==> config.mk <==
export PLATFORM = sky130hd
export DESIGN_NAME = dbg_fifo
export DESIGN_NICKNAME = d
export VERILOG_FILES = /design/src/dbg_pkg.sv /design/src/dbg_fifo.sv
export SDC_FILE = /design/constraint.sdc
export NUM_CORES = 1
export LEC_CHECK = 0
export BUFFER_PORTS_ARGS = -buffer_cell sky130_fd_sc_hd__buf_2
export CAP_MARGIN = 20
export CORE_ASPECT_RATIO = 0.9
export CORE_MARGIN = 10
export CORE_UTILIZATION = 61
export DETAILED_ROUTE_END_ITERATION = 8
export PLACE_DENSITY_LB_ADDON = 0.3
export SKIP_LAST_GASP = 1
export SYNTH_ARGS = -nofsm -noshare
export SYNTH_HDL_FRONTEND = slang
export SYNTH_SLANG_ARGS = --single-unit
==> constraint.sdc <==
create_clock -name clk -period 7.2 [get_ports clk]
set_input_delay 0.72 -clock clk [delete_from_list [all_inputs] [get_ports clk]]
set_output_delay 0.72 -clock clk [all_outputs]
set_load 0.03 [all_outputs]
==> src/dbg_pkg.sv <==
/*
 * Debug bridge package.
 * Host command and response formats, buffered bus request and
 * response items, AXI4-Lite channel bundles and bridge constants.
 */
package dbg_pkg;

    // ********************
    // constants
    // ********************
    localparam logic [31:0] DBG_INFO_ID = 32'hdb61_0100;   // bridge id word.
    localparam int DBG_FIFO_DEPTH      = 4;                // default fifo depth.
    localparam int DBG_MAX_OUTSTANDING = 7;                // both fifos minus one.
    localparam int DBG_OUTS_W          = $clog2(DBG_MAX_OUTSTANDING + 1);
    localparam int RAM_WORDS           = 256;              // 1 KiB of ram.
    localparam int RAM_IDX_W           = $clog2(RAM_WORDS);
    localparam logic [1:0] AXI_RESP_OKAY   = 2'b00;
    localparam logic [1:0] AXI_RESP_SLVERR = 2'b10;

    // ********************
    // host side
    // ********************
    typedef enum logic [1:0] {
        DBG_REQ_INFO       = 2'd0,   // id query.
        DBG_REQ_MOVE_CLOCK = 2'd1,   // wait param cycles.
        DBG_REQ_BUS        = 2'd2,   // single word access.
        DBG_REQ_RSVD       = 2'd3    // answered with err.
    } dbg_req_e;

    typedef struct packed {
        dbg_req_e    req_type;
        logic [31:0] param;          // cycle count for clock move.
        logic [31:0] addr;
        logic [31:0] wdata;
        logic        we;             // 0 read, 1 write.
        logic [3:0]  wstrb;
    } dbg_cmd_t;

    typedef struct packed {
        dbg_req_e    req_type;
        logic [31:0] rdata;
        logic        err;
    } dbg_resp_t;

    // ********************
    // buffered bus items
    // ********************
    typedef struct packed {
        logic [31:0] addr;
        logic [31:0] wdata;
        logic        we;
        logic [3:0]  wstrb;
    } bus_req_t;

    typedef struct packed {
        logic [31:0] rdata;
        logic        err;            // non okay bus response.
    } bus_resp_t;

    // ********************
    // axi4-lite channels
    // ********************
    typedef struct packed {
        logic        awvalid;
        logic [31:0] awaddr;
        logic        wvalid;
        logic [31:0] wdata;
        logic [3:0]  wstrb;
        logic        bready;
        logic        arvalid;
        logic [31:0] araddr;
        logic        rready;
    } axil_m2s_t;

    typedef struct packed {
        logic        awready;
        logic        wready;
        logic        bvalid;
        logic [1:0]  bresp;
        logic        arready;
        logic        rvalid;
        logic [31:0] rdata;
        logic [1:0]  rresp;
    } axil_s2m_t;

endpackage
==> src/dbg_fifo.sv <==
/*
 * Synchronous fifo.
 * Circular buffer with a type parameter for its payload, used for
 * both the bus request and the bus response queues.
 */
`timescale 1ns/1ps

module dbg_fifo import dbg_pkg::*; #(
    parameter type T     = bus_req_t,
    parameter int  DEPTH = DBG_FIFO_DEPTH
) (
    input  logic clk,
    input  logic rst_n,
    input  logic push,
    input  T     din,
    input  logic pop,
    output T     dout,
    output logic full,
    output logic empty
);

    T                           mem [DEPTH];   // payload storage.
    logic [$clog2(DEPTH)-1:0]   wr_ptr;
    logic [$clog2(DEPTH)-1:0]   rd_ptr;
    logic [$clog2(DEPTH+1)-1:0] count;         // occupancy.
    logic                       do_push;
    logic                       do_pop;

    assign full    = (count == ($clog2(DEPTH+1))'(DEPTH));
    assign empty   = (count == '0);
    assign do_pop  = pop && !empty;
    assign do_push = push && (!full || do_pop);   // full fifo takes a push with a pop.
    assign dout    = mem[rd_ptr];                 // head item.

    // ********************
    // pointers and count
    // ********************
    always_ff @(posedge clk) begin
        if (!rst_n) begin
            wr_ptr <= '0;
            rd_ptr <= '0;
            count  <= '0;
        end else begin
            if (do_push) begin
                if (wr_ptr == ($clog2(DEPTH))'(DEPTH - 1)) begin
                    wr_ptr <= '0;                 // wrap.
                end else begin
                    wr_ptr <= wr_ptr + 1'b1;
                end
            end
            if (do_pop) begin
                if (rd_ptr == ($clog2(DEPTH))'(DEPTH - 1)) begin
                    rd_ptr <= '0;
                end else begin
                    rd_ptr <= rd_ptr + 1'b1;
                end
            end
            case ({do_push, do_pop})
                2'b10:   count <= count + 1'b1;
                2'b01:   count <= count - 1'b1;
                default: count <= count;
            endcase
        end
    end

    // storage write.
    always_ff @(posedge clk) begin
        if (do_push) begin
            mem[wr_ptr] <= din;
        end
    end

endmodule

==> impl_results.md <==
* Commonest non-fill, non-tap cell in the layout: edfxtp_1
* CTS Buffer Depth at 3
* Relative slew slack at 0.2896
* Clk root buf: clkbuf_16
* Fin. max-slew vios at 0
* Die ar. at 22810 um2
* Register-to-register setup slack at 4.95 ns
* Fmax at 279.8 MHz
* Most frequent cells in the layout: 276 x edfxtp_1, 143 x buf_2, 69 x mux4_2
* Final Hold Viols at 0
* Mapped Cells at 420
* Worst min path class: in2reg
* Average vias per placed instance at 5.896
* R2R Path Start: count[2]
* CTS tree: built
* Worst r2r dst: mem[0][57]
* First-pass GRT wire length at 29460 um
* Pin count of the biggest net entering global routing at 70
* Sequential-to-total area share from yosys stat at 0.8089
* Number of synthesized register bits at 285
* # H-tree levels at 1
* WL final at 18960 um
* Final net count at 655
* Top post-synthesis cells by area: edfxtp_1 79%, mux4_2 15%, dfxtp_1 1.7%, ha_1 0.60%, buf_2 0.43%
* PwrDens at 309.8 nW/um2
* Leak at 4.101 nW
* Cts hold-fix bufs at 0
* Post-synth top area share at 0.7917
* Final setup vio count at 0
* Post-CTS sizing at 0
* Die span in x at 158.1 um
* Crit-path cells: buf_4 -> mux4_2 -> buf_2
* Crit-path slowest cell: dfxtp_4
* Synth Warn # at 0
* Clock slew at reported path FFs at 0.06 ns
* Crit share post-route at 0.4964
* Max VDD drop at 0.2315 mV
* Via count at 4764
* Crit-path max cell delay at 0.77 ns
* Pre-Repair DR Iteration Count at 5
* Starting Density at 0.6219
* IO Count at 144
* Row cnt at 45
* Synth Area per Inst at 24.93 um2
* Worst EP arrival at 2.85 ns
* Filler cells at 971
* Critical Path End: dout[15]
* Worst r2r path cells at 3
* Worst EP required at 6.48 ns
* DP HPWL at 10970 um
* Setup CP Type: reg2out
* Tot GR Track Use at 0.1687
* Worst path bufs/invs at 2
* Max FO, Critical Path at 38
* Post-Route Skew at 0.007770 ns
* Max-cap violations at 0
* Post-synth top area cell: edfxtp_1
* Slew of the pin with the lowest slew margin at 1.066 ns
* Post-DR wirelength/cell at 23.46 um
* Clock sink count at 285
* Top Family by Delay on Critical Path: buffers and inverters
* Fin crit period at 3.574 ns
* Vias in the first global route at 5059
* Die outline height at 144.3 um
* Synth Cell Area at 10470 um2
* Grt ovf at 0
* Crit. End Element: primary output
* IO Port Bufs at 143
* Antenna violations before repair at 4
* TritonCTS Buffers at 27
* GPL Wtd Cong at 0.7929
* Startpoint Class: flop
* Core area at 16830 um2
* Finished Layout Cells at 808
* Postcts setup bufs at 0
* Placed cells at 758
* Setup_tns at 0 ns
* Starting DRC count in detailed routing at 303
* Antenna Nets Post-Route at 0
* Status: finished clean
* Synth cell types at 28
* Worst skew pair latency at 0.51 ns
* Share of cells above drive strength 1 at 0.4269
* Synth Net Count at 499
* Area Overhead vs Synth at 16.51%
* Number of stages on the worst setup path at 3
* Setup repair after global routing missed its margin: no
* # DRC at 0
-- state kept, by name (all words and copies together), names as in the netlist, named ones only --
| register | count |
|---|---|
| mem | 276 |
| count | 3 |
| rd_ptr | 2 |
| wr_ptr | 2 |
-- how the worst min path moves through the flow --
stage,from,end,slack (ns),depth (start not counted)
global placement,rd_ptr[1],flop,0.52,2
detailed placement,rd_ptr[0],flop,0.54,2
finish,din[66],mem[2][66],0.42,1
floorplan,count[2],count[2],0.50,2
CTS,din[8],mem[2][8],0.40,1
global route,din[17],mem[0][17],0.40,1
-- metrics by stage --
stage | power [mW] | hold WS, ns | setup WS (ns) | utilization | instance area, um2
after floorplan | 2.359 | 0.4979 | 3.937 | - | 10470
after global placement | 2.510 | 0.5207 | 4.032 | 0.6761 | 11380
after detailed placement | 2.524 | 0.5360 | 4.041 | 0.6761 | 11380
after CTS | 3.816 | 0.3983 | 3.483 | 0.7242 | 12190
after global routing | 3.924 | 0.4010 | 3.347 | 0.7242 | 12190
final | 3.778 | 0.4187 | 3.626 | 0.7245 | 12200
-- power by group --
part	internal (mW)	total, mW	switching, mW
Clock	0.757	1.30	0.540
Sequential	1.92	1.97	0.0488
Combinational	0.192	0.514	0.322
-- kinds of logic after synthesis --
logic type | after synthesis | synth area share
flops | 285 | 0.8089
mux | 73 | 0.1523
buf+inv | 23 | 0.01088
simple gates | 22 | 0.01171
compound gates | 9 | 0.006693
fa+ha+maj | 6 | 0.007888
xor+xnor | 2 | 0.001674
-- routing by layer --
metal | track usage | routed length, um
met1 | 0.2346 | 7598
met2 | 0.2627 | 9210
met3 | 0.04929 | 1805
met4 | 0.03702 | 318
met5 | 0 | 21
-- worst register-to-register path, cell delays in order, from the launching register on --
cell      delay (ns)
dfxtp_1         0.37
nor3b_2         0.19
a21boi_2        0.34
and2_4          0.88
-- synth_stat cells (all sizes together) --
| cell | count |
|---|---|
| a2111oi | 1 |
| a211oi | 1 |
| a21boi | 1 |
| a21oi | 2 |
| a31oi | 1 |
| and2 | 5 |
| buf | 11 |
| clkbuf | 6 |
| dfxtp | 9 |
| edfxtp | 276 |
| fa | 1 |
| ha | 5 |
| inv | 6 |
| mux2i | 4 |
| mux4 | 69 |
| nand2 | 3 |
| nand2b | 1 |
| nor2 | 4 |
| nor2b | 4 |
| nor3 | 3 |
| nor3b | 1 |
| o21a | 1 |
| o21ai | 1 |
| o31ai | 1 |
| or2 | 1 |
| xor2 | 2 |
-- final cells by class --
class / count / area (um2) / share of cell area
diodes: 2 / 5.005 / 0.0004103
clock inverters: 12 / 100.1 / 0.008207
multi-input cells: 112 / 1897 / 0.1555
clock buffers: 36 / 709.4 / 0.05817
inverters: 6 / 22.52 / 0.001847
repair buffers: 144 / 723.2 / 0.05929
flip-flops and latches: 285 / 8476 / 0.6949
well taps: 211 / 264.0 / 0.02165
(Power assumes the default switching activity.)
