**config.mk**
```make
export PLATFORM = sky130hd
export DESIGN_NAME = axil_master
export DESIGN_NICKNAME = d
export VERILOG_FILES = /design/src/dbg_pkg.sv /design/src/axil_master.sv
export SDC_FILE = /design/constraint.sdc
export NUM_CORES = 1
export LEC_CHECK = 0
export ABC_AREA = 1
export BUFFER_PORTS_ARGS = -buffer_cell sky130_fd_sc_hd__buf_4
export CAP_MARGIN = 10
export CORE_AREA = 2 2 104 106
export DETAILED_ROUTE_END_ITERATION = 8
export DIE_AREA = 0 0 106 108
export GPL_TIMING_DRIVEN = 0
export PLACE_DENSITY = 0.74
export SYNTH_ARGS = -nofsm -noshare
export SYNTH_HDL_FRONTEND = slang
export SYNTH_SLANG_ARGS = --single-unit
```
**constraint.sdc**
```tcl
create_clock -name clk -period 3.6 [get_ports clk]
set_input_delay 0.54 -clock clk [delete_from_list [all_inputs] [get_ports clk]]
set_output_delay 0.54 -clock clk [all_outputs]
set_load 0.05 [all_outputs]
```
**src/dbg_pkg.sv**
```systemverilog
/*
 * Debug bridge package.
 * Host command and response formats, buffered bus request and
 * response items, AXI4-Lite channel bundles and bridge constants.
 */
package dbg_pkg;

    // ********************
    // constants
    // ********************
    localparam logic [31:0] DBG_INFO_ID = 32'hdb61_0100;   // bridge id word.
    localparam int DBG_FIFO_DEPTH      = 4;                // default fifo depth.
    localparam int DBG_MAX_OUTSTANDING = 7;                // both fifos minus one.
    localparam int DBG_OUTS_W          = $clog2(DBG_MAX_OUTSTANDING + 1);
    localparam int RAM_WORDS           = 256;              // 1 KiB of ram.
    localparam int RAM_IDX_W           = $clog2(RAM_WORDS);
    localparam logic [1:0] AXI_RESP_OKAY   = 2'b00;
    localparam logic [1:0] AXI_RESP_SLVERR = 2'b10;

    // ********************
    // host side
    // ********************
    typedef enum logic [1:0] {
        DBG_REQ_INFO       = 2'd0,   // id query.
        DBG_REQ_MOVE_CLOCK = 2'd1,   // wait param cycles.
        DBG_REQ_BUS        = 2'd2,   // single word access.
        DBG_REQ_RSVD       = 2'd3    // answered with err.
    } dbg_req_e;

    typedef struct packed {
        dbg_req_e    req_type;
        logic [31:0] param;          // cycle count for clock move.
        logic [31:0] addr;
        logic [31:0] wdata;
        logic        we;             // 0 read, 1 write.
        logic [3:0]  wstrb;
    } dbg_cmd_t;

    typedef struct packed {
        dbg_req_e    req_type;
        logic [31:0] rdata;
        logic        err;
    } dbg_resp_t;

    // ********************
    // buffered bus items
    // ********************
    typedef struct packed {
        logic [31:0] addr;
        logic [31:0] wdata;
        logic        we;
        logic [3:0]  wstrb;
    } bus_req_t;

    typedef struct packed {
        logic [31:0] rdata;
        logic        err;            // non okay bus response.
    } bus_resp_t;

    // ********************
    // axi4-lite channels
    // ********************
    typedef struct packed {
        logic        awvalid;
        logic [31:0] awaddr;
        logic        wvalid;
        logic [31:0] wdata;
        logic [3:0]  wstrb;
        logic        bready;
        logic        arvalid;
        logic [31:0] araddr;
        logic        rready;
    } axil_m2s_t;

    typedef struct packed {
        logic        awready;
        logic        wready;
        logic        bvalid;
        logic [1:0]  bresp;
        logic        arready;
        logic        rvalid;
        logic [31:0] rdata;
        logic [1:0]  rresp;
    } axil_s2m_t;

endpackage
```
**src/axil_master.sv**
```systemverilog
/*
 * AXI4-Lite master.
 * Pops one bus request at a time, runs a single read or write beat
 * and pushes the result into the response fifo.
 */
`timescale 1ns/1ps

module axil_master import dbg_pkg::*; (
    input  logic      clk,
    input  logic      rst_n,
    input  logic      req_empty,
    input  bus_req_t  req,
    output logic      req_pop,
    input  logic      rsp_full,
    output logic      rsp_push,
    output bus_resp_t rsp,
    output axil_m2s_t m2s,
    input  axil_s2m_t s2m
);

    typedef enum logic [2:0] {
        ST_IDLE,
        ST_WRITE,    // aw and w presented together.
        ST_WRESP,
        ST_RADDR,
        ST_RDATA
    } state_e;

    state_e state;
    logic   aw_done;
    logic   w_done;

    // start only with room for the answer.
    assign req_pop = (state == ST_IDLE) && !req_empty && !rsp_full;

    assign aw_done = !m2s.awvalid || s2m.awready;   // accepted now or earlier.
    assign w_done  = !m2s.wvalid || s2m.wready;

    // ********************
    // result
    // ********************
    assign rsp_push  = ((state == ST_WRESP) && s2m.bvalid) ||
                       ((state == ST_RDATA) && s2m.rvalid);
    assign rsp.rdata = (state == ST_RDATA) ? s2m.rdata : '0;
    assign rsp.err   = (state == ST_RDATA) ? (s2m.rresp != AXI_RESP_OKAY) :
                                             (s2m.bresp != AXI_RESP_OKAY);

    // ********************
    // fsm
    // ********************
    always_ff @(posedge clk) begin
        if (!rst_n) begin
            state       <= ST_IDLE;
            m2s.awvalid <= 1'b0;
            m2s.wvalid  <= 1'b0;
            m2s.bready  <= 1'b0;
            m2s.arvalid <= 1'b0;
            m2s.rready  <= 1'b0;
        end else begin
            case (state)
                ST_IDLE: begin
                    if (req_pop) begin
                        if (req.we) begin
                            m2s.awvalid <= 1'b1;
                            m2s.awaddr  <= req.addr;
                            m2s.wvalid  <= 1'b1;
                            m2s.wdata   <= req.wdata;
                            m2s.wstrb   <= req.wstrb;
                            state       <= ST_WRITE;
                        end else begin
                            m2s.arvalid <= 1'b1;
                            m2s.araddr  <= req.addr;
                            state       <= ST_RADDR;
                        end
                    end
                end
                ST_WRITE: begin
                    if (s2m.awready) begin
                        m2s.awvalid <= 1'b0;             // each valid drops on its own.
                    end
                    if (s2m.wready) begin
                        m2s.wvalid <= 1'b0;
                    end
                    if (aw_done && w_done) begin
                        m2s.bready <= 1'b1;
                        state      <= ST_WRESP;
                    end
                end
                ST_WRESP: begin
                    if (s2m.bvalid) begin
                        m2s.bready <= 1'b0;              // result pushed this cycle.
                        state      <= ST_IDLE;
                    end
                end
                ST_RADDR: begin
                    if (s2m.arready) begin
                        m2s.arvalid <= 1'b0;
                        m2s.rready  <= 1'b1;
                        state       <= ST_RDATA;
                    end
                end
                ST_RDATA: begin
                    if (s2m.rvalid) begin
                        m2s.rready <= 1'b0;
                        state      <= ST_IDLE;
                    end
                end
                default: begin
                    state <= ST_IDLE;
                end
            endcase
        end
    end

endmodule

```
==> out/results.txt, run 1 <==
Status = completed
Ports = 254
Hold Slack = 0.3475 ns
Kind of critical path = flop to flop
Num CTS Buffers = 9
CTS resizes = 0
Remaining Overflow, GRT = 0
Highest Signal Layer = met4
R2R setup slack = 1.36 ns
Fin crit share = 62.10%
Port bufs = 253
Reg-to-Reg End = m2s[91]
First-pass GRT wire length = 13.92 mm
Vias in the first global route = 2767
Minimum clock period = 2.236 ns
Clk Latency, worst-skew pair = 0.35 ns
Rows = 37
Detailed Place HPWL = 8.023 mm
Pleak = 2.795 nW
Avg Inst Size Synth = 15.54 µm²
Crit path launch type = flop
Critical Path End Type = flop
Residual DRC count = 0
Avg Vias per Cell = 4.264
Initial antenna violation count = 1
FFs w/ async S/R, synth = 0%
# nets final = 623
Max-cap violation count = 0
Arr. time, crit path = 2.28 ns
Worst min path class = primary input to flop
Final setup viols = 0
Syn_nets = 355
Vias = 2776
Slew HR = 44.08%
Register bit total from synthesis = 108
Total track usage = 16.10%
Worst IR drop on VDD = 0.0002993 V
Clock transition at path regs = 0.11 ns
Crit path launch = state[0]
Worst Setup EP = m2s[91]
Setup Fix Bufs, Post-CTS = 0
Worst-Margin Slew = 0.8388 ns
Fill cells = 811
Fin. max-slew vios = 0
Pwr/cell area = 393.0 nW/µm²
Final Wtd Congestion = 0.8797
WL met1 = 3.591 mm
H-tree levels = 3
Most frequent cell after synthesis = edfxtp_1
Hold_buf cts = 0
Core Footprint = 10230 µm²
Synth top cells by count = edfxtp_1 (100), inv_1 (48), nor2_1 (40)
Num Clock Sinks = 108
Starting Density = 36.61%
Initial DRC count = 169
Fmax achieved = 0.4473 GHz
Die width = 106 µm
Synth unique cells = 17
Synthesized area = 3746 µm²
P&R area growth vs syn = 62.02%
Routed len/inst = 15.21 µm
Routed Antenna Nets = 0
Critical Path RT = 3.65 ns
Ys Warns = 0
Wire length on met2 = 5.399 mm
Met3 routed WL = 693 µm
Biggest area consumer among synthesized cells = edfxtp_1
Setup TNS = 0 ns
Largest net degree at the start of global routing = 38
EDFF count, synth = 100
FF-to-FF path depth = 6
Root Buffer = clkbuf_8
Total iterations of the first detailed-routing run = 4
Post-synth top area share = 80.16%
Synth Instances = 241
Top post-synthesis cells by area = edfxtp_1 (80%), inv_1 (4.8%), dfxtp_1 (4.3%)
CTS tree = built
Die ar. = 11450 µm²
RSZ-0062 raised after global routing = false
Layout cells sized above 1 = 55.84%
Post-Route WL = 9.902 mm
Clock buffer depth = 2
Register area share after synthesis = 84.44%
Clk_skew = 0.01190 ns
Fin. Hold Viols = 0
Top_reg_cell synth = edfxtp_1
Die Ht = 108 µm
Worst-path maximum fanout = 37
Reg2reg start = state[0]
==> sequential cells by signal, indices dropped and copies added (netlist names) <==
name   count
state      3
m2s      105
==> cells by family (layout without fill, tap and decap cells) <==
family	count (synthesis)	after routing	synth area share, %
DFF	108	108	84.44
other	0	1	0
buffers and inverters	52	325	5.811
AOI/OAI and AO/OA	12	12	1.737
and+or+nand+nor	69	69	8.016
==> placed cells by master, fill, tap and decap left out, types with 2 or more instances in the layout <==
master / count
inv_2: 2
a21oi_1: 4
edfxtp_1: 100
inv_1: 47
nand2_1: 11
clkbuf_8: 9
nor2_1: 40
o211ai_1: 2
o21ai_1: 2
inv_8: 2
nand2_2: 5
buf_6: 6
buf_4: 253
clkinv_4: 2
o21ai_0: 4
dfxtp_1: 8
nor2_2: 3
nand3_1: 7
==> routing by layer <==
layer  track usage (%)  vias up
met4             6.203        0
met2             28.53      118
li1                  -     1344
met5                 0        -
met1             18.43     1295
met3             4.882       19
==> area by class of cell <==
cell class              instances  area, µm²  share of cell area, %
plain buffers                   3      33.78                 0.5566
clock inverters                 7      68.82                  1.134
inverters                      49      183.9                  3.030
clock buffers                   9      123.9                  2.041
flip-flops and latches        108       3163                  52.11
well taps                     136      170.2                  2.804
multi-input cells              81      370.4                  6.102
repair buffers                257       1953                  32.18
diodes                          1      2.502                0.04123
==> how the worst min path moves through the flow <==
stage          startpoint        to  slack [ns]  cells past startpoint
2_1_floorplan    state[0]  state[1]        0.58                      2
6_report           req[5]   m2s[39]        0.35                      1
3_3_place_gp      m2s[34]   m2s[34]        0.46                      2
4_1_cts            req[5]   m2s[39]        0.33                      1
5_1_grt            req[3]   m2s[38]        0.32                      1
3_5_place_dp      m2s[34]   m2s[34]        0.47                      2
==> metrics by stage <==
step	setup WS [ns]	instances	instance area (µm²)	power [mW]	utilization [%]
5_1_grt	1.164	650	6067	2.460	59.30
6_report	1.364	651	6070	2.385	59.32
3_3_place_gp	-1.360	630	5816	1.718	56.84
3_5_place_dp	1.158	634	5874	1.727	57.42
2_1_floorplan	0.1749	241	3746	1.571	-
4_1_cts	1.322	650	6067	2.407	59.30
==> power by group <==
part	internal, mW	leakage, nW	switching [mW]
logic	0.124	1.73	0.163
clock network	0.270	0.0980	0.419
registers	1.40	0.971	0.0103
==> critical path, stage by stage, from the launching register on <==
cell,delay [ns]
dfxtp_1,0.36
nor2_2,0.21
nand4_2,0.17
nor2_1,0.13
nand2_1,0.12
inv_2,0.62
buf_12,0.29
Note: power is estimated with default switching activity, not from simulation.
==> run 2: changes to the inputs <==
Settings changed: CORE_AREA 2 2 104 106 to 2 2 99 101, DIE_AREA 0 0 106 108 to 0 0 101 103, PLACE_DENSITY 0.74 to 0.78.
Clock period 3.6 ns to 2.1 ns, I/O delays scaled along.
==> run 2 against run 1 <==
Net effect:
- routed wire length grew 1.7%
- cell area grew 0.31%
- via count is 0.90% higher
==> out/results.txt, run 2 (synthesis results as in run 1) <==
Clk_skew = 0.01134 ns
Arr. time, crit path = 2.02 ns
Final Wtd Congestion = 0.8276
Worst-path maximum fanout = 12
Status = completed
Worst-Margin Slew = 0.6409 ns
Total iterations of the first detailed-routing run = 4
Initial DRC count = 65
Ports = 254
# nets final = 625
Post-Route WL = 10.07 mm
Antenna diodes = 0
Starting Density = 39.60%
Critical Path RT = 2.16 ns
H-tree levels = 3
Max-cap violation count = 0
First-pass GRT wire length = 13.88 mm
Reg with most FFs = m2s
Crit path launch type = flop
CTS tree = built
Total track usage = 17.94%
Die Ht = 103 µm
Core Footprint = 9459 µm²
Crit path launch = state[0]
Largest regs = m2s x105, state x3
Routed Antenna Nets = 0
Remaining Overflow, GRT = 0
Most common cell after layout, fill and taps aside = buf_4
Seq. cell area = 3167 µm²
Reg2reg start = state[0]
Vias = 2801
Num Clock Sinks = 108
Residual DRC count = 0
Fill cells = 688
R2R setup slack = 0.14 ns
Fmax achieved = 0.5111 GHz
Critical hold path startpoint = req[0]
Fin. Hold Viols = 0
Root Buffer = clkbuf_8
Rows = 36
Layout cells sized above 1 = 56.59%
Port bufs = 253
Routed len/inst = 15.98 µm
Kind of critical path = flop to flop
Clk Latency, worst-skew pair = 0.35 ns
Vias in the first global route = 2767
Initial antenna violation count = 0
Fin crit share = 93.16%
Critical Path End Type = flop
Max reg flops = 105
Clock transition at path regs = 0.11 ns
Final setup viols = 0
Slew HR = 57.14%
Fin. max-slew vios = 0
Leading cell types in the layout, fill and taps excluded = buf_4 (255), edfxtp_1 (100), inv_1 (47)
Pwr/cell area = 689.4 nW/µm²
Post-layout util = 64.37%
Minimum clock period = 1.956 ns
Multi-input logic area = 376.6 µm²
Largest net degree at the start of global routing = 40
Clock buffer depth = 2
Die ar. = 10400 µm²
Avg Vias per Cell = 4.446
Worst min path class = primary input to flop
Num CTS Buffers = 9
Die width = 101 µm
P&R area growth vs syn = 62.53%
Worst IR drop on VDD = 0.0005658 V
Pleak = 2.805 nW
Power after layout = 4.197 mW
Detailed Place HPWL = 7.897 mm
RSZ-0062 raised after global routing = false
[run 2: cell count changes in the layout (fill, tap and decap cells not counted), sizes merged]
cell      delta
bufinv       +1
clkinvlp     +2
inv          -1
buf          +1
clkinv       -1
diode        -1
[run 2: final timing paths]
path / end / depth (start not counted)
setup / recovery: m2s[19] / 5
hold reg to reg: m2s[0] / 2
setup reg to reg: m2s[19] / 5
hold / removal: m2s[35] / 1
[run 2: area by class of cell]
type / instances / area share, %
multi-input combinational: 81 / 6.186
clock buffer: 9 / 2.035
sequential: 108 / 52.01
timing repair inverter: 1 / 0.1233
clock inverter: 7 / 1.397
timing repair buffer: 258 / 32.26
tap: 114 / 2.343
buffer: 3 / 0.5549
inverter: 49 / 3.083
[run 2: critical path, stage by stage (launching register included)]
cell and delay, ns:
dfxtp_2 0.35, nor2_2 0.19, nand4_2 0.19, nor3_4 0.54, buf_8 0.23, buf_8 0.16
[run 2: per-stage QoR]
stage | cells | TNS, ns | hold slack [ns] | instance area [µm²] | worst slack [ns]
CTS | 628 | 0 | 0.1142 | 6071 | 0.007284
detailed placement | 611 | -1.819 | 0.4711 | 5857 | -0.04820
finish | 630 | 0 | 0.1324 | 6088 | 0.1435
floorplan | 241 | 0 | 0.4139 | 3765 | 0.001907
global placement | 608 | -47.47 | 0.4692 | 5807 | -0.5519
global route | 630 | 0 | 0.09829 | 6088 | 0.0007274
[run 2: repair_timing]
item	4_1_cts	5_1_grt
endpoints found under the setup margin	39	54
pin swaps	0	0
cloned	1	0
buffers inserted	0	2
resized for setup	0	1
hold buffers	0	0
[run 2: power breakdown]
group / internal, mW / leakage (nW) / switching [mW]
Combinational: 0.214 / 1.73 / 0.282
Sequential: 2.40 / 0.972 / 0.0177
Clock: 0.573 / 0.105 / 0.711
[run 2: per-layer routing]
layer / vias to the layer above / track usage, % / share of wire [%] / wire, µm
li1: 1350 / - / - / -
met2: 125 / 32.51 / 57 / 5692
met3: 14 / 7.186 / 8.4 / 841
met1: 1312 / 19.30 / 34 / 3377
met5: - / 0 / 0 / 0
met4: 0 / 5.613 / 1.6 / 157
==> run 3: changes to the inputs <==
Settings changed: ABC_AREA 1 to default, CORE_AREA 2 2 99 101 to 4 4 101 103, DIE_AREA 0 0 101 103 to 0 0 105 107.
==> run 3 against run 2 <==
Net effect:
- non-clock buffer count shrank 1
- fmax shrank 0.18%
- clock skew about the same
- largest power group unchanged
- critical path depth fell by 1
- setup slack worse by 0.0035 ns
- area after synthesis down 0.70%
- via count decreased by 1.8%
- hold slack lost 0.0019 ns
- total power grew 1.8%
- largest cell class unchanged
==> out/results.txt, run 3 <==
Largest net degree at the start of global routing = 35
Clock buffer depth = 2
Die width = 105 µm
Worst-path maximum fanout = 10
P&R area growth vs syn = 60.58%
Register area share after synthesis = 85.03%
Starting Density = 40.45%
# nets final = 577
Worst-Margin Slew = 0.4936 ns
Hold Slack = 0.1305 ns
Ports = 254
Largest regs = m2s x105, state x3
Final setup viols = 0
H-tree levels = 3
Clk Latency, worst-skew pair = 0.35 ns
Die ar. = 11240 µm²
Seq pwr share = 57.4%
FFs w/ async S/R, synth = 0%
Routed Antenna Nets = 0
Top post-synthesis cells by area = edfxtp_1 (81%), and2_1 (5.7%), dfxtp_1 (4.3%)
Worst min path class = primary input to flop
Slew HR = 67.09%
Max-cap violation count = 0
Max reg flops = 105
Antenna diodes = 0
Leading cell types in the layout, fill and taps excluded = buf_4 (255), edfxtp_1 (100), and2_1 (33)
Top_reg_cell synth = edfxtp_1
Critical Path RT = 1.78 ns
Port bufs = 253
Setup WS pre-CTS = -0.07908 ns
Setup TNS = 0 ns
Synth unique cells = 29
Arr. time, crit path = 1.64 ns
Num Clock Sinks = 108
Kind of critical path = flop to output pin
Total track usage = 19.22%
RSZ-0062 raised after global routing = false
Pleak = 2.542 nW
Fmax achieved = 0.5102 GHz
Pwr/cell area = 715.6 nW/µm²
Clock transition at path regs = 0.11 ns
Register bit total from synthesis = 108
Fin. max-slew vios = 0
EDFF count, synth = 100
Ys Warns = 0
Avg Inst Size Synth = 18.88 µm²
Worst IR drop on VDD = 0.0003916 V
Num CTS Buffers = 9
Fin crit share = 93.33%
Post-synth top area share = 80.73%
Reg with most FFs = m2s
Critical Path End Type = output pin
Initial DRC count = 125
Sw power = 1.132 mW
Post-route setup slack = 0.1400 ns
Most common cell after layout, fill and taps aside = buf_4
Routed len/inst = 19.23 µm
Power after layout = 4.275 mW
CTS tree = built
Layout cells sized above 1 = 60.81%
Logic pwr share = 15.3%
Placed standard-cell area = 5767 µm²
Final std cell area, no fill = 5973 µm²
Synth Instances = 197
Minimum clock period = 1.960 ns
Int Power = 3.142 mW
Vias = 2750
Residual DRC count = 0
Rows = 35
Final Wtd Congestion = 0.8313
Sw Share = 26.49%
Biggest area consumer among synthesized cells = edfxtp_1
Fill cells = 685
Syn_nets = 311
Total iterations of the first detailed-routing run = 4
Avg Vias per Cell = 4.758
Status = completed
Root Buffer = clkbuf_8
Seq. cell area = 3163 µm²
Most frequent cell after synthesis = edfxtp_1
Clock share of power = 27.3%
Remaining Overflow, GRT = 0
Clk_skew = 0.01104 ns
Detailed Place HPWL = 8.625 mm
Post-Route WL = 11.11 mm
Hold_buf cts = 0
Crit path launch type = flop
Vias in the first global route = 2926
First-pass GRT wire length = 16.30 mm
Fin. Hold Viols = 0
Die Ht = 107 µm
Core Footprint = 9196 µm²
Initial antenna violation count = 0
Synth top cells by count = edfxtp_1 (100), and2_1 (34), dfxtp_1 (8)
Synthesized area = 3720 µm²
Multi-input logic area = 519.2 µm²
[run 3: cell types whose count changed in the layout (fill, tap and decap cells not counted), sizes merged, moves of 4 or more]
cell,delta
nand2,-15
nor2,-39
nand3,-4
inv,-40
buf,-4
and2,+34
nor3,+4
[run 3: cells by family (layout without fill, tap and decap cells)]
logic type	after synthesis	in the layout	share of synthesized area (%)
DFF	108	108	85.03
and+or+nand+nor	58	59	9.989
AOI/OAI and AO/OA	17	17	3.061
buffers and inverters	13	282	1.648
muxes	1	1	0.2691
[run 3: power groups by stage]
stage	clock network (mW)	registers, mW	logic [mW]
after floorplan	0	2.68	0.166
after global placement	0	2.50	0.634
after detailed placement	0	2.50	0.650
after CTS	1.20	2.45	0.659
after global routing	1.31	2.46	0.691
final	1.17	2.45	0.654
[run 3: what timing repair did]
action,in CTS,in global routing
endpoints found under the setup margin,127,29
cloned,1,0
resized for setup,2,6
endpoints found under the hold margin,0,0
pin swaps,1,0
setup buffers,1,0
[run 3: critical path, stage by stage, from the launching register on]
cell and delay (ns):
dfxtp_1 0.40, nor3b_4 0.29, clkbuf_2 0.23, and2_1 0.17, buf_4 0.20
[run 3: area by class of cell]
type / instances / share of cell area, %
tap: 111 / 2.325
sequential: 108 / 52.95
multi-input combinational: 77 / 8.693
clock inverter: 6 / 0.9426
buffer: 6 / 0.6494
inverter: 7 / 0.4399
timing repair buffer: 254 / 31.92
clock buffer: 9 / 2.074
[run 3: metrics by stage]
step	cells	utilization (%)
after floorplan	197	-
after global placement	561	62.71
after detailed placement	561	62.71
after CTS	578	64.91
after global routing	578	64.95
final	578	64.95
[run 3: layer usage]
metal	routed length (µm)	part of all wire, %	GRT usage, %	vias up
li1	-	-	-	1273
met1	3896	35	20.34	1298
met2	6002	54	35.98	169
met3	1087	9.8	7.405	10
met4	127	1.1	4.499	0
met5	0	0	0	-
[run 3: path summary, 6_finish.rpt]
kind,slack (ns),cells past startpoint,end,from
hold / removal,0.13,1,m2s[66],req[32]
setup / recovery,0.14,4,rsp[15],state[0]
hold reg to reg,0.52,2,m2s[104],m2s[104]
setup reg to reg,0.21,3,m2s[79],state[0]
