## src/dbg_pkg.sv

```systemverilog
/*
 * Debug bridge package.
 * Host command and response formats, buffered bus request and
 * response items, AXI4-Lite channel bundles and bridge constants.
 */
package dbg_pkg;

    // ********************
    // constants
    // ********************
    localparam logic [31:0] DBG_INFO_ID = 32'hdb61_0100;   // bridge id word.
    localparam int DBG_FIFO_DEPTH      = 4;                // default fifo depth.
    localparam int DBG_MAX_OUTSTANDING = 7;                // both fifos minus one.
    localparam int DBG_OUTS_W          = $clog2(DBG_MAX_OUTSTANDING + 1);
    localparam int RAM_WORDS           = 256;              // 1 KiB of ram.
    localparam int RAM_IDX_W           = $clog2(RAM_WORDS);
    localparam logic [1:0] AXI_RESP_OKAY   = 2'b00;
    localparam logic [1:0] AXI_RESP_SLVERR = 2'b10;

    // ********************
    // host side
    // ********************
    typedef enum logic [1:0] {
        DBG_REQ_INFO       = 2'd0,   // id query.
        DBG_REQ_MOVE_CLOCK = 2'd1,   // wait param cycles.
        DBG_REQ_BUS        = 2'd2,   // single word access.
        DBG_REQ_RSVD       = 2'd3    // answered with err.
    } dbg_req_e;

    typedef struct packed {
        dbg_req_e    req_type;
        logic [31:0] param;          // cycle count for clock move.
        logic [31:0] addr;
        logic [31:0] wdata;
        logic        we;             // 0 read, 1 write.
        logic [3:0]  wstrb;
    } dbg_cmd_t;

    typedef struct packed {
        dbg_req_e    req_type;
        logic [31:0] rdata;
        logic        err;
    } dbg_resp_t;

    // ********************
    // buffered bus items
    // ********************
    typedef struct packed {
        logic [31:0] addr;
        logic [31:0] wdata;
        logic        we;
        logic [3:0]  wstrb;
    } bus_req_t;

    typedef struct packed {
        logic [31:0] rdata;
        logic        err;            // non okay bus response.
    } bus_resp_t;

    // ********************
    // axi4-lite channels
    // ********************
    typedef struct packed {
        logic        awvalid;
        logic [31:0] awaddr;
        logic        wvalid;
        logic [31:0] wdata;
        logic [3:0]  wstrb;
        logic        bready;
        logic        arvalid;
        logic [31:0] araddr;
        logic        rready;
    } axil_m2s_t;

    typedef struct packed {
        logic        awready;
        logic        wready;
        logic        bvalid;
        logic [1:0]  bresp;
        logic        arready;
        logic        rvalid;
        logic [31:0] rdata;
        logic [1:0]  rresp;
    } axil_s2m_t;

endpackage
```

## src/dbg_cmd_decoder.sv

```systemverilog
/*
 * Debug command decoder.
 * Answers info and clock move commands locally, forwards bus
 * commands to the request fifo and merges bus results back onto
 * the host response port in command order.
 */
`timescale 1ns/1ps

module dbg_cmd_decoder import dbg_pkg::*; (
    input  logic      clk,
    input  logic      rst_n,
    input  logic      cmd_valid,
    output logic      cmd_ready,
    input  dbg_cmd_t  cmd,
    output logic      resp_valid,
    input  logic      resp_ready,
    output dbg_resp_t resp,
    output logic      req_push,
    output bus_req_t  req,
    input  logic      req_full,
    output logic      rsp_pop,
    input  bus_resp_t rsp,
    input  logic      rsp_empty
);

    logic                  active;        // low in the reset cycle.
    logic [DBG_OUTS_W-1:0] outstanding;   // bus cmds not yet answered.
    logic                  loc_valid;     // local response pending.
    logic [31:0]           move_cnt;      // cycles left for clock move.
    dbg_resp_t             loc_resp;
    logic                  loc_done;
    logic                  is_bus;
    logic                  accept;

    assign is_bus   = (cmd.req_type == DBG_REQ_BUS);
    assign loc_done = loc_valid && (move_cnt == '0);   // local answer ready.
    assign accept   = cmd_valid && cmd_ready;

    // ********************
    // command side
    // ********************
    always_comb begin
        if (!active || loc_valid) begin
            cmd_ready = 1'b0;                            // local answer owns the port.
        end else if (is_bus) begin
            cmd_ready = (outstanding < DBG_OUTS_W'(DBG_MAX_OUTSTANDING)) && !req_full;
        end else begin
            cmd_ready = (outstanding == '0);             // wait for bus results to drain.
        end
    end

    assign req_push    = accept && is_bus;
    assign req.addr    = cmd.addr;
    assign req.wdata   = cmd.wdata;
    assign req.we      = cmd.we;
    assign req.wstrb   = cmd.wstrb;

    // ********************
    // response side
    // ********************
    always_comb begin
        if (loc_done) begin
            resp = loc_resp;
        end else begin
            resp.req_type = DBG_REQ_BUS;                 // head of response fifo.
            resp.rdata    = rsp.rdata;
            resp.err      = rsp.err;
        end
    end

    assign resp_valid = loc_done || !rsp_empty;
    assign rsp_pop    = !loc_done && !rsp_empty && resp_ready;

    // control state.
    always_ff @(posedge clk) begin
        if (!rst_n) begin
            active      <= 1'b0;
            loc_valid   <= 1'b0;
            move_cnt    <= '0;
            outstanding <= '0;
        end else begin
            active <= 1'b1;
            if (accept && !is_bus) begin
                loc_valid <= 1'b1;
                if (cmd.req_type == DBG_REQ_MOVE_CLOCK && cmd.param != '0) begin
                    move_cnt <= cmd.param - 32'd1;       // zero counts as one.
                end else begin
                    move_cnt <= '0;
                end
            end else if (loc_done && resp_ready) begin
                loc_valid <= 1'b0;                       // local answer taken.
            end else if (loc_valid && move_cnt != '0) begin
                move_cnt <= move_cnt - 32'd1;
            end
            case ({req_push, rsp_pop})
                2'b10:   outstanding <= outstanding + 1'b1;
                2'b01:   outstanding <= outstanding - 1'b1;
                default: outstanding <= outstanding;     // none or both.
            endcase
        end
    end

    // local answer payload.
    always_ff @(posedge clk) begin
        if (accept && !is_bus) begin
            loc_resp.req_type <= cmd.req_type;
            loc_resp.err      <= (cmd.req_type == DBG_REQ_RSVD);
            if (cmd.req_type == DBG_REQ_INFO) begin
                loc_resp.rdata <= DBG_INFO_ID;
            end else begin
                loc_resp.rdata <= '0;                    // move and reserved carry no data.
            end
        end
    end

endmodule

```

## config.mk

```make
export PLATFORM = sky130hd
export DESIGN_NAME = dbg_cmd_decoder
export DESIGN_NICKNAME = d
export VERILOG_FILES = /design/src/dbg_pkg.sv /design/src/dbg_cmd_decoder.sv
export SDC_FILE = /design/constraint.sdc
export NUM_CORES = 1
export LEC_CHECK = 0
export ABC_AREA = 1
export BUFFER_PORTS_ARGS = -buffer_cell sky130_fd_sc_hd__buf_2
export CORE_AREA = 2 2 91 114
export DETAILED_ROUTE_END_ITERATION = 10
export DIE_AREA = 0 0 93 116
export PLACE_DENSITY = 0.93
export SLEW_MARGIN = 20
export SYNTH_ARGS = -nofsm -noshare
export SYNTH_HDL_FRONTEND = slang
export SYNTH_SLANG_ARGS = --single-unit
```

## constraint.sdc

```tcl
create_clock -name clk -period 6.6 [get_ports clk]
set_input_delay 1.32 -clock clk [delete_from_list [all_inputs] [get_ports clk]]
set_output_delay 1.32 -clock clk [all_outputs]
set_load 0.005 [all_outputs]
```

==> results of run 1 <==
-- cell type report --
| type | count | share of cell area [%] |
|---|---|---|
| inverter | 145 | 10.67 |
| multi-input combinational | 617 | 55.00 |
| sequential | 41 | 16.88 |
| timing repair buffer | 111 | 10.89 |
| tap | 126 | 3.091 |
| clock buffer | 6 | 2.723 |
| clock inverter | 2 | 0.7360 |
-- sequential cells by signal, indices dropped and copies added, names as in the netlist --
| name | count |
|---|---|
| active | 1 |
| loc_resp | 4 |
| loc_valid | 1 |
| move_cnt | 32 |
| outstanding | 3 |
-- kinds of logic (layout without fill, tap and decap cells) --
group | count (synthesis) | in the layout | synth area share, %
flip-flops | 41 | 41 | 17.81
XOR/XNOR | 21 | 21 | 3.805
AND/OR/NAND/NOR | 533 | 533 | 46.49
adder cells (fa/ha/maj) | 6 | 6 | 1.709
AO/OA/AOI/OAI | 57 | 57 | 6.032
buffers and inverters | 232 | 264 | 24.15
-- placed cells by master, fill, tap and decap left out, drive strengths merged, types with 10 or more instances in the layout --
cell	instances
a21oi	18
buf	111
dfxtp	37
inv	144
nand2	237
nand3	87
nand4	10
nor2	185
o21ai	37
xor2	14
-- report_power, final --
group / leakage [nW] / internal, mW / switching, mW / total (mW)
Combinational: 2.46 / 0.191 / 0.383 / 0.574
Sequential: 0.341 / 0.286 / 0.0352 / 0.322
Clock: 0.0831 / 0.189 / 0.107 / 0.296
Total: 2.88 / 0.666 / 0.525 / 1.19
-- per-stage QoR --
stage	hold slack [ns]	instances
finish	0.4948	1048
global route	0.5201	1048
CTS	0.4933	1048
detailed placement	0.4792	1040
global placement	0.4683	1040
floorplan	0.4521	890
-- worst max path at each step --
stage / startpoint / depth (start not counted) / end / slack [ns]
global route: move_cnt[21] / 8 / resp[31] / 2.04
detailed placement: move_cnt[21] / 8 / resp[31] / 2.69
floorplan: cmd[102] / 8 / req_push / 3.38
CTS: move_cnt[21] / 8 / resp[31] / 2.37
global placement: move_cnt[0] / 9 / resp[31] / 2.77
finish: move_cnt[21] / 8 / resp[31] / 2.26
-- routing by layer --
metal  GRT usage (%)  vias to the layer above  share of wire [%]
li1                -                     2698                  -
met1           30.24                     2346                 36
met2           46.04                      307                 46
met3           7.412                      107                 11
met4           22.16                        0                7.3
met5               0                        -                  0
==> impl_metrics.json, run 1 <==
{
  "multi_input_area_sq_mm": 0.002805,
  "ys_types": 32,
  "rsz0062_at_grt": "no",
  "path_buf_inv": 1,
  "track_usage_pct": 27.90,
  "synth_ff_type": "dfxtp_1",
  "clockRootBuffer": "clkbuf_16",
  "crit_type": "flip-flop to output pin",
  "hold_path_end": "outstanding[0]",
  "required_ns": 5.28,
  "die_x_microns": 93,
  "reg2reg_to": "outstanding[2]",
  "fillers": 969,
  "power-per-cell-area_mw_per_mm2": 233.6,
  "start_util_pct": 50.30,
  "syn-num-nets": 1038,
  "slew_viol_final": 0,
  "worstSetupStartpointType": "flip-flop",
  "cts_made_buffers": 5,
  "post-place-ws_ns": 2.691,
  "syn_avg_cell_area_sq_um": 5.431,
  "place.gp.congestion": 0.9429,
  "vias": 5458,
  "timing.final.ws_setup_ns": 2.262,
  "critPathCaptureType": "output pin",
  "finClkSkew_ns": 0.004671,
  "synth_edf_count": 4,
  "antenna_found_initial": 0,
  "cts-resized-gates": 0,
  "reg2reg_from": "move_cnt[21]",
  "yosysMostFrequentCell": "nand2_1",
  "drc": 0,
  "n_antenna_cell": 0,
  "ys_seq_area_share_pct": 17.81,
  "syn_to_final_growth_pct": 5.514,
  "max_cap_viol_count": 0,
  "yosysTopAreaCell": "nand2_1",
  "cts_tree": "done",
  "grt-ovfl-total": 0,
  "h-tree-depth": 2,
  "slew-limit-headroom_pct": 28.80,
  "grt_pass1_vias": 5129,
  "reg2reg_slack_ns": 3.47,
  "fin_tns_setup_ns": 0,
  "crit_fanout": 25,
  "p_leak_nw": 2.881,
  "max_freq_mhz": 230.5,
  "synth_area_leaders": "nand2_1 18%, dfxtp_1 15%, nor2_1 13%",
  "max_stage_delay_ns": 0.84,
  "clk_pin_slew_ns": 0.06,
  "grt_pass1_wl_microns": 23870,
  "final_area_sq_mm": 0.005100,
  "min_path_cells": 1,
  "rows": 40,
  "r2r_cells": 13,
  "die_h_microns": 116,
  "crit_top_cell": "nand2_1",
  "regArea_sq_um": 860.8,
  "vdd_drop_max_mv": 0.1458,
  "first_pass_iters": 5,
  "ctsHoldBuffers": 0,
  "drtIter0Drc": 548,
  "grt_max_degree": 43,
  "syn_inst": 890,
  "status": "finished clean",
  "fin_crit_sh_pct": 65.73,
  "finalPower_mw": 1.192,
  "antenna_left": 0,
  "synth_warnings": 0,
  "fin_nets": 1069,
  "clock_sinks": 41,
  "worst_pin_slew_ns": 1.067,
  "postCtsSetupBuffers": 0,
  "async_flop_share_pct": 0,
  "netlist_area_sq_mm": 0.004833,
  "finalWirelength_microns": 15000,
  "netlist_top_cells_count": "234 x nand2_1, 173 x nor2_1, 133 x inv_1",
  "crit_chain": "nor2_1, nand2_1, nor2_2, nand4_1, nor2_2, nand2_1, nand2_1, buf_2",
  "ioPinCount": 250,
  "period_minus_slack_ns": 4.338,
  "final_hold_viol_count": 0,
  "cp_data_arrival_time_ns": 3.02,
  "hold_class": "flip-flop to flip-flop",
  "netlist.area_leader.share_pct": 18.17,
  "slowest_stage": "nor2_2",
  "dp_hpwl_microns": 11800,
  "min_from": "outstanding[0]",
  "ys_seq_elements": 41,
  "placed_cell_area_sq_mm": 0.004923,
  "final_util_pct": 53.07,
  "cp_top_family": "simple AND/OR/NAND/NOR gates",
  "drive_gt1_share_pct": 16.27,
  "io_buffers": 111,
  "wl_per_cell_microns": 14.31,
  "core_area_sq_mm": 0.009609,
  "via_per_inst": 5.208,
  "setup_viol": 0,
  "cts_buffer_depth": 2,
  "clock_latency_ns": 0.29,
  "dieArea_sq_mm": 0.01079
}
(Power assumes the default switching activity.)
==> run 2, diff against run 1 <==
Settings changed: ABC_AREA 1 to 0, CORE_AREA 2 2 91 114 to 2 2 93 117, DIE_AREA 0 0 93 116 to 0 0 95 119, PLACE_DENSITY 0.93 to 0.83.
Clock period 6.6 ns to 3.8 ns, I/O delays scaled along.
==> impl_metrics.json, run 2 <==
{
  "crit_chain": "or4_4, or3_1, or4_4, or4_1, buf_2",
  "dp_hpwl_microns": 10100,
  "core_area_sq_mm": 0.01035,
  "vias": 4122,
  "crit_fanout": 8,
  "required_ns": 3.04,
  "busiest_layer": "met2",
  "clock_sinks": 41,
  "final_area_sq_mm": 0.004349,
  "crit_end": "resp[34]",
  "cts_buffer_depth": 2,
  "setup_viol": 0,
  "die_x_microns": 95,
  "place.gp.congestion": 0.9133,
  "syn_inst": 530,
  "yosysMostFrequentCell": "buf_4",
  "p_int_mw": 1.656,
  "slew-limit-headroom_pct": 41.59,
  "postCtsSetupBuffers": 0,
  "fin_crit_sh_pct": 96.98,
  "syn-num-nets": 678,
  "start_util_pct": 38.37,
  "swShare_pct": 46.09,
  "placed_cell_area_sq_mm": 0.004163,
  "hold_class": "flip-flop to flip-flop",
  "reg2reg_slack_ns": 0.61,
  "met3_usage_pct": 5.376,
  "clk_pin_slew_ns": 0.06,
  "p_sw_mw": 1.416,
  "cp_data_arrival_time_ns": 2.93,
  "syn_avg_cell_area_sq_um": 7.495,
  "drc": 0,
  "io_buffers": 111,
  "finalWirelength_microns": 12760,
  "h-tree-depth": 2,
  "grt_use_met2_pct": 34.49,
  "p_seq_share_pct": 22.8,
  "clockPowerShare_pct": 16.0,
  "max_freq_mhz": 271.4,
  "grt_util_met1_pct": 29.07,
  "synth_warnings": 0,
  "ioPinCount": 250,
  "cts_tree": "done",
  "grt-ovfl-total": 0,
  "ys_seq_area_share_pct": 21.67,
  "slew_viol_final": 0,
  "slowest_stage": "or4_4",
  "rows": 42,
  "syn_to_final_growth_pct": 9.480,
  "r2r_cells": 11,
  "reg2reg_to": "outstanding[2]",
  "die_h_microns": 119,
  "status": "finished clean",
  "power-per-cell-area_mw_per_mm2": 706.3,
  "combPwrFrac_pct": 61.2,
  "largest_reg_flops": 32,
  "finClkSkew_ns": 0.006439,
  "clockRootBuffer": "clkbuf_16",
  "grt_pass1_vias": 3756,
  "instances_no_fill": 698,
  "fin_nets": 712,
  "antenna_left": 0,
  "drtIter0Drc": 334,
  "synth_edf_count": 4,
  "cp_top_family": "simple AND/OR/NAND/NOR gates",
  "ys_seq_elements": 41,
  "ys_types": 58,
  "wl_per_cell_microns": 18.28,
  "synth_ff_type": "dfxtp_1",
  "max_cap_viol_count": 0,
  "worst_pin_slew_ns": 0.8761,
  "final_hold_viol_count": 0,
  "cp-startpoint": "move_cnt[13]",
  "top_regs": "move_cnt (32), loc_resp (4), outstanding (3)",
  "worstSetupStartpointType": "flip-flop",
  "via_per_inst": 5.905,
  "grt_pass1_wl_microns": 19690,
  "max_stage_delay_ns": 0.60,
  "path_buf_inv": 1,
  "antenna_found_initial": 2,
  "vdd_drop_max_mv": 0.3177,
  "netlist_top_cells_count": "69 x buf_4, 60 x nor2_1, 37 x dfxtp_1",
  "final_cell_mix": "111 x buf_2, 60 x nor2_1, 37 x dfxtp_1, 34 x nand2_1, 32 x nor3_1",
  "drive_gt1_share_pct": 26.37,
  "critPathCaptureType": "output pin",
  "first_pass_iters": 5,
  "dieArea_sq_mm": 0.01131,
  "reg2reg_from": "move_cnt[13]",
  "cts_made_buffers": 5,
  "mostFrequentLayoutCell": "buf_2",
  "p_leak_nw": 1.894,
  "largest_register": "move_cnt",
  "yosysTopAreaCell": "dfxtp_1",
  "dp.cells": 689,
  "hold_slack_ns": 0.5090,
  "synth_area_leaders": "dfxtp_1 19%, buf_4 13%, nor2_1 5.7%",
  "clock_latency_ns": 0.29,
  "netlist_area_sq_mm": 0.003973,
  "cp_num_cells": 5,
  "period_minus_slack_ns": 3.685,
  "grt_max_degree": 34,
  "crit_type": "flip-flop to output pin",
  "track_usage_pct": 22.31,
  "crit_top_cell": "or4_4",
  "netlist.area_leader.share_pct": 18.65,
  "async_flop_share_pct": 0
}
==> run 2: routing by layer <==
layer,vias up,wire [microns]
met5,-,0
met4,0,510
met3,49,1528
met2,263,5590
met1,1874,5128
li1,1936,-
==> run 2: worst min-delay path, delay by kind of cell (launching register included) <==
family / cells / cell delay (ns)
AOI/OAI and AO/OA: 2 / 0.13
DFF: 1 / 0.33
==> run 2: cells by family after synthesis <==
group / synth area share (%)
simple gates: 34.74
buf+inv: 16.85
compound gates: 16.60
flops: 21.67
xor+xnor: 7.496
fa+ha+maj: 2.079
mux: 0.5669
==> run 2: cell type report <==
cell class	count	area [sq um]
Clock buffer	5	125.1
Multi-Input combinational cell	384	2471
Inverter	12	45.04
Timing Repair Buffer	120	635.6
Tap cell	132	165.2
Antenna cell	1	2.502
Fill cell	1086	6003
Clock inverter	3	43.79
Sequential cell	41	860.8
==> run 2: through the flow <==
step / util [%] / setup TNS [ns] / setup WS [ns] / power, mW
2_1_floorplan: - / 0 / 0.6337 / 2.114
3_5_place_dp: 40.21 / 0 / 0.3337 / 2.491
5_1_grt: 41.99 / -0.01346 / -0.01346 / 3.332
6_report: 42.01 / 0 / 0.1149 / 3.072
4_1_cts: 41.84 / 0 / 0.02813 / 2.997
3_3_place_gp: 40.21 / 0 / 0.4775 / 2.449
==> run 2: worst min-delay path by stage <==
stage,start,endpoint,cells past startpoint
finish,outstanding[2],outstanding[2],2
CTS,move_cnt[16],move_cnt[16],2
global route,outstanding[2],outstanding[2],2
global placement,outstanding[2],outstanding[2],2
detailed placement,outstanding[2],outstanding[2],2
floorplan,move_cnt[16],move_cnt[16],2
==> run 2: what timing repair did <==
item	CTS	global route
endpoints found under the setup margin	0	33
gates resized for setup	0	2
hold buffers	0	0
==> run 2: power by group through the flow <==
stage	sequential [mW]	combinational, mW	clock (mW)
floorplan	0.648	1.47	0
global placement	0.698	1.75	0
global route	0.721	2.10	0.510
CTS	0.694	1.80	0.498
finish	0.701	1.88	0.492
detailed placement	0.703	1.79	0
==> run 3, diff against run 2 <==
Settings changed: GPL_TIMING_DRIVEN from default to 0, SKIP_CTS_REPAIR_TIMING from default to 1.
==> impl_metrics.json, run 3 (synthesis results as in run 2) <==
{
  "antenna_left": 0,
  "drtIter0Drc": 433,
  "regArea_sq_um": 860.8,
  "final_util_pct": 50.59,
  "dp_hpwl_microns": 11790,
  "setup_viol": 0,
  "vdd_drop_max_mv": 0.2671,
  "max_cap_viol_count": 0,
  "mostFrequentLayoutCell": "buf_2",
  "n_antenna_cell": 0,
  "top_regs": "move_cnt (32), loc_resp (4), outstanding (3)",
  "h-tree-depth": 2,
  "fin_crit_sh_pct": 97.74,
  "crit_fanout": 10,
  "path_buf_inv": 4,
  "cp_top_family": "simple AND/OR/NAND/NOR gates",
  "finClkSkew_ns": 0.007737,
  "crit_chain": "buf_6, or4_4, or3_1, buf_6, nor4_4, nand2_2, clkbuf_2, nand2_1, nand2_1, buf_2",
  "antenna_found_initial": 0,
  "place.gp.congestion": 1.012,
  "final_cell_mix": "181 x buf_2, 69 x buf_4, 60 x nor2_1, 37 x dfxtp_1, 33 x nand2_1",
  "slowest_stage": "or4_4",
  "dieArea_sq_mm": 0.01131,
  "via_per_inst": 5.569,
  "fillers": 1037,
  "largest_reg_flops": 32,
  "grt_pass1_wl_microns": 21380,
  "min_from": "outstanding[2]",
  "critPathCaptureType": "output pin",
  "drive_gt1_share_pct": 39.42,
  "hold_class": "flip-flop to flip-flop",
  "cp-startpoint": "move_cnt[13]",
  "max_freq_mhz": 269.3,
  "final_area_sq_mm": 0.005238,
  "vias": 4734,
  "r2r_cells": 13,
  "slew-limit-headroom_pct": 39.97,
  "clk_pin_slew_ns": 0.06,
  "start_util_pct": 38.37,
  "cp_data_arrival_time_ns": 2.95,
  "finalWirelength_microns": 14440,
  "cp_num_cells": 10,
  "status": "finished clean",
  "cts_tree": "done",
  "placed_cell_area_sq_mm": 0.005039,
  "final_hold_viol_count": 0,
  "multi_input_area_sq_mm": 0.002466,
  "p_leak_nw": 2.495,
  "rows": 42,
  "cts_buffer_depth": 2,
  "drc": 0,
  "first_pass_iters": 7,
  "max_stage_delay_ns": 0.58,
  "core_area_sq_mm": 0.01035,
  "reg2reg_to": "outstanding[2]",
  "fin_tns_setup_ns": 0,
  "die_h_microns": 119,
  "clockRootBuffer": "clkbuf_16",
  "die_x_microns": 95,
  "io_buffers": 180,
  "clock_latency_ns": 0.29,
  "worst_pin_slew_ns": 0.8928,
  "crit_type": "flip-flop to output pin",
  "fin_nets": 865,
  "clock_sinks": 41,
  "grt_max_degree": 14,
  "worstSetupStartpointType": "flip-flop",
  "crit_end": "resp[29]",
  "dp.cells": 842,
  "required_ns": 3.04,
  "track_usage_pct": 24.47,
  "grt-ovfl-total": 0,
  "syn_to_final_growth_pct": 31.84,
  "wl_per_cell_microns": 16.99,
  "reg2reg_slack_ns": 0.37,
  "reg2reg_from": "move_cnt[13]",
  "power-per-cell-area_mw_per_mm2": 618.4,
  "instances_no_fill": 850,
  "largest_register": "move_cnt",
  "slew_viol_final": 0,
  "period_minus_slack_ns": 3.714,
  "ioPinCount": 250,
  "cts_made_buffers": 5,
  "grt_pass1_vias": 4038
}
==> run 3: changes by cell type in the layout (fill, tap and decap cells not counted), moves of 2 or more <==
| cell | previous run | this run |
|---|---|---|
| clkbuf_2 | 0 | 2 |
| buf_2 | 111 | 181 |
| buf_6 | 0 | 2 |
| buf_4 | 8 | 69 |
| clkbuf_1 | 0 | 20 |
==> run 3: where the power goes <==
group / internal, mW / switching [mW] / total (mW)
Clock: 0.328 / 0.172 / 0.501
Combinational: 0.884 / 1.18 / 2.06
Sequential: 0.547 / 0.132 / 0.679
Total: 1.76 / 1.48 / 3.24
==> run 3: cell type report <==
cell class | count | share of cell area [%]
Multi-Input combinational cell | 384 | 47.09
Timing Repair Buffer | 180 | 17.20
Sequential cell | 41 | 16.44
Buffer | 93 | 11.97
Tap cell | 132 | 3.153
Clock buffer | 7 | 2.723
Inverter | 12 | 0.8600
Clock inverter | 1 | 0.5733
==> run 3: through the flow <==
stage / setup WS, ns / hold slack [ns] / total power [mW]
after floorplan: 0.6337 / 0.4620 / 2.114
after global placement: 0.06398 / 0.4879 / 2.609
after detailed placement: 0.04280 / 0.4956 / 2.644
after CTS: -0.2633 / 0.5041 / 3.150
after global routing: -0.001957 / 0.5507 / 3.472
final: 0.08606 / 0.5120 / 3.239
==> run 3: worst reg2reg max path: cells and delay by family, from the launching register on <==
family,cells,cell delay [ns]
buf+inv,3,0.35
compound gates,1,0.13
xor+xnor,1,0.07
simple gates,6,2.10
flops,1,0.30
fa+ha+maj,2,0.41
==> run 3: worst min path at each step <==
stage | to | depth (start not counted)
CTS | move_cnt[16] | 2
global placement | outstanding[2] | 2
floorplan | move_cnt[16] | 2
global route | move_cnt[11] | 2
finish | outstanding[2] | 2
detailed placement | move_cnt[16] | 2
==> run 3: layer usage <==
| layer | GRT usage (%) | vias to the layer above | wire length [microns] | share of wire (%) |
|---|---|---|---|---|
| met3 | 2.720 | 25 | 1751 | 12 |
| met4 | 6.975 | 0 | 268 | 1.9 |
| met5 | 0 | - | 0 | 0 |
| li1 | - | 2236 | - | - |
| met1 | 32.43 | 2135 | 5645 | 39 |
| met2 | 41.53 | 338 | 6774 | 47 |
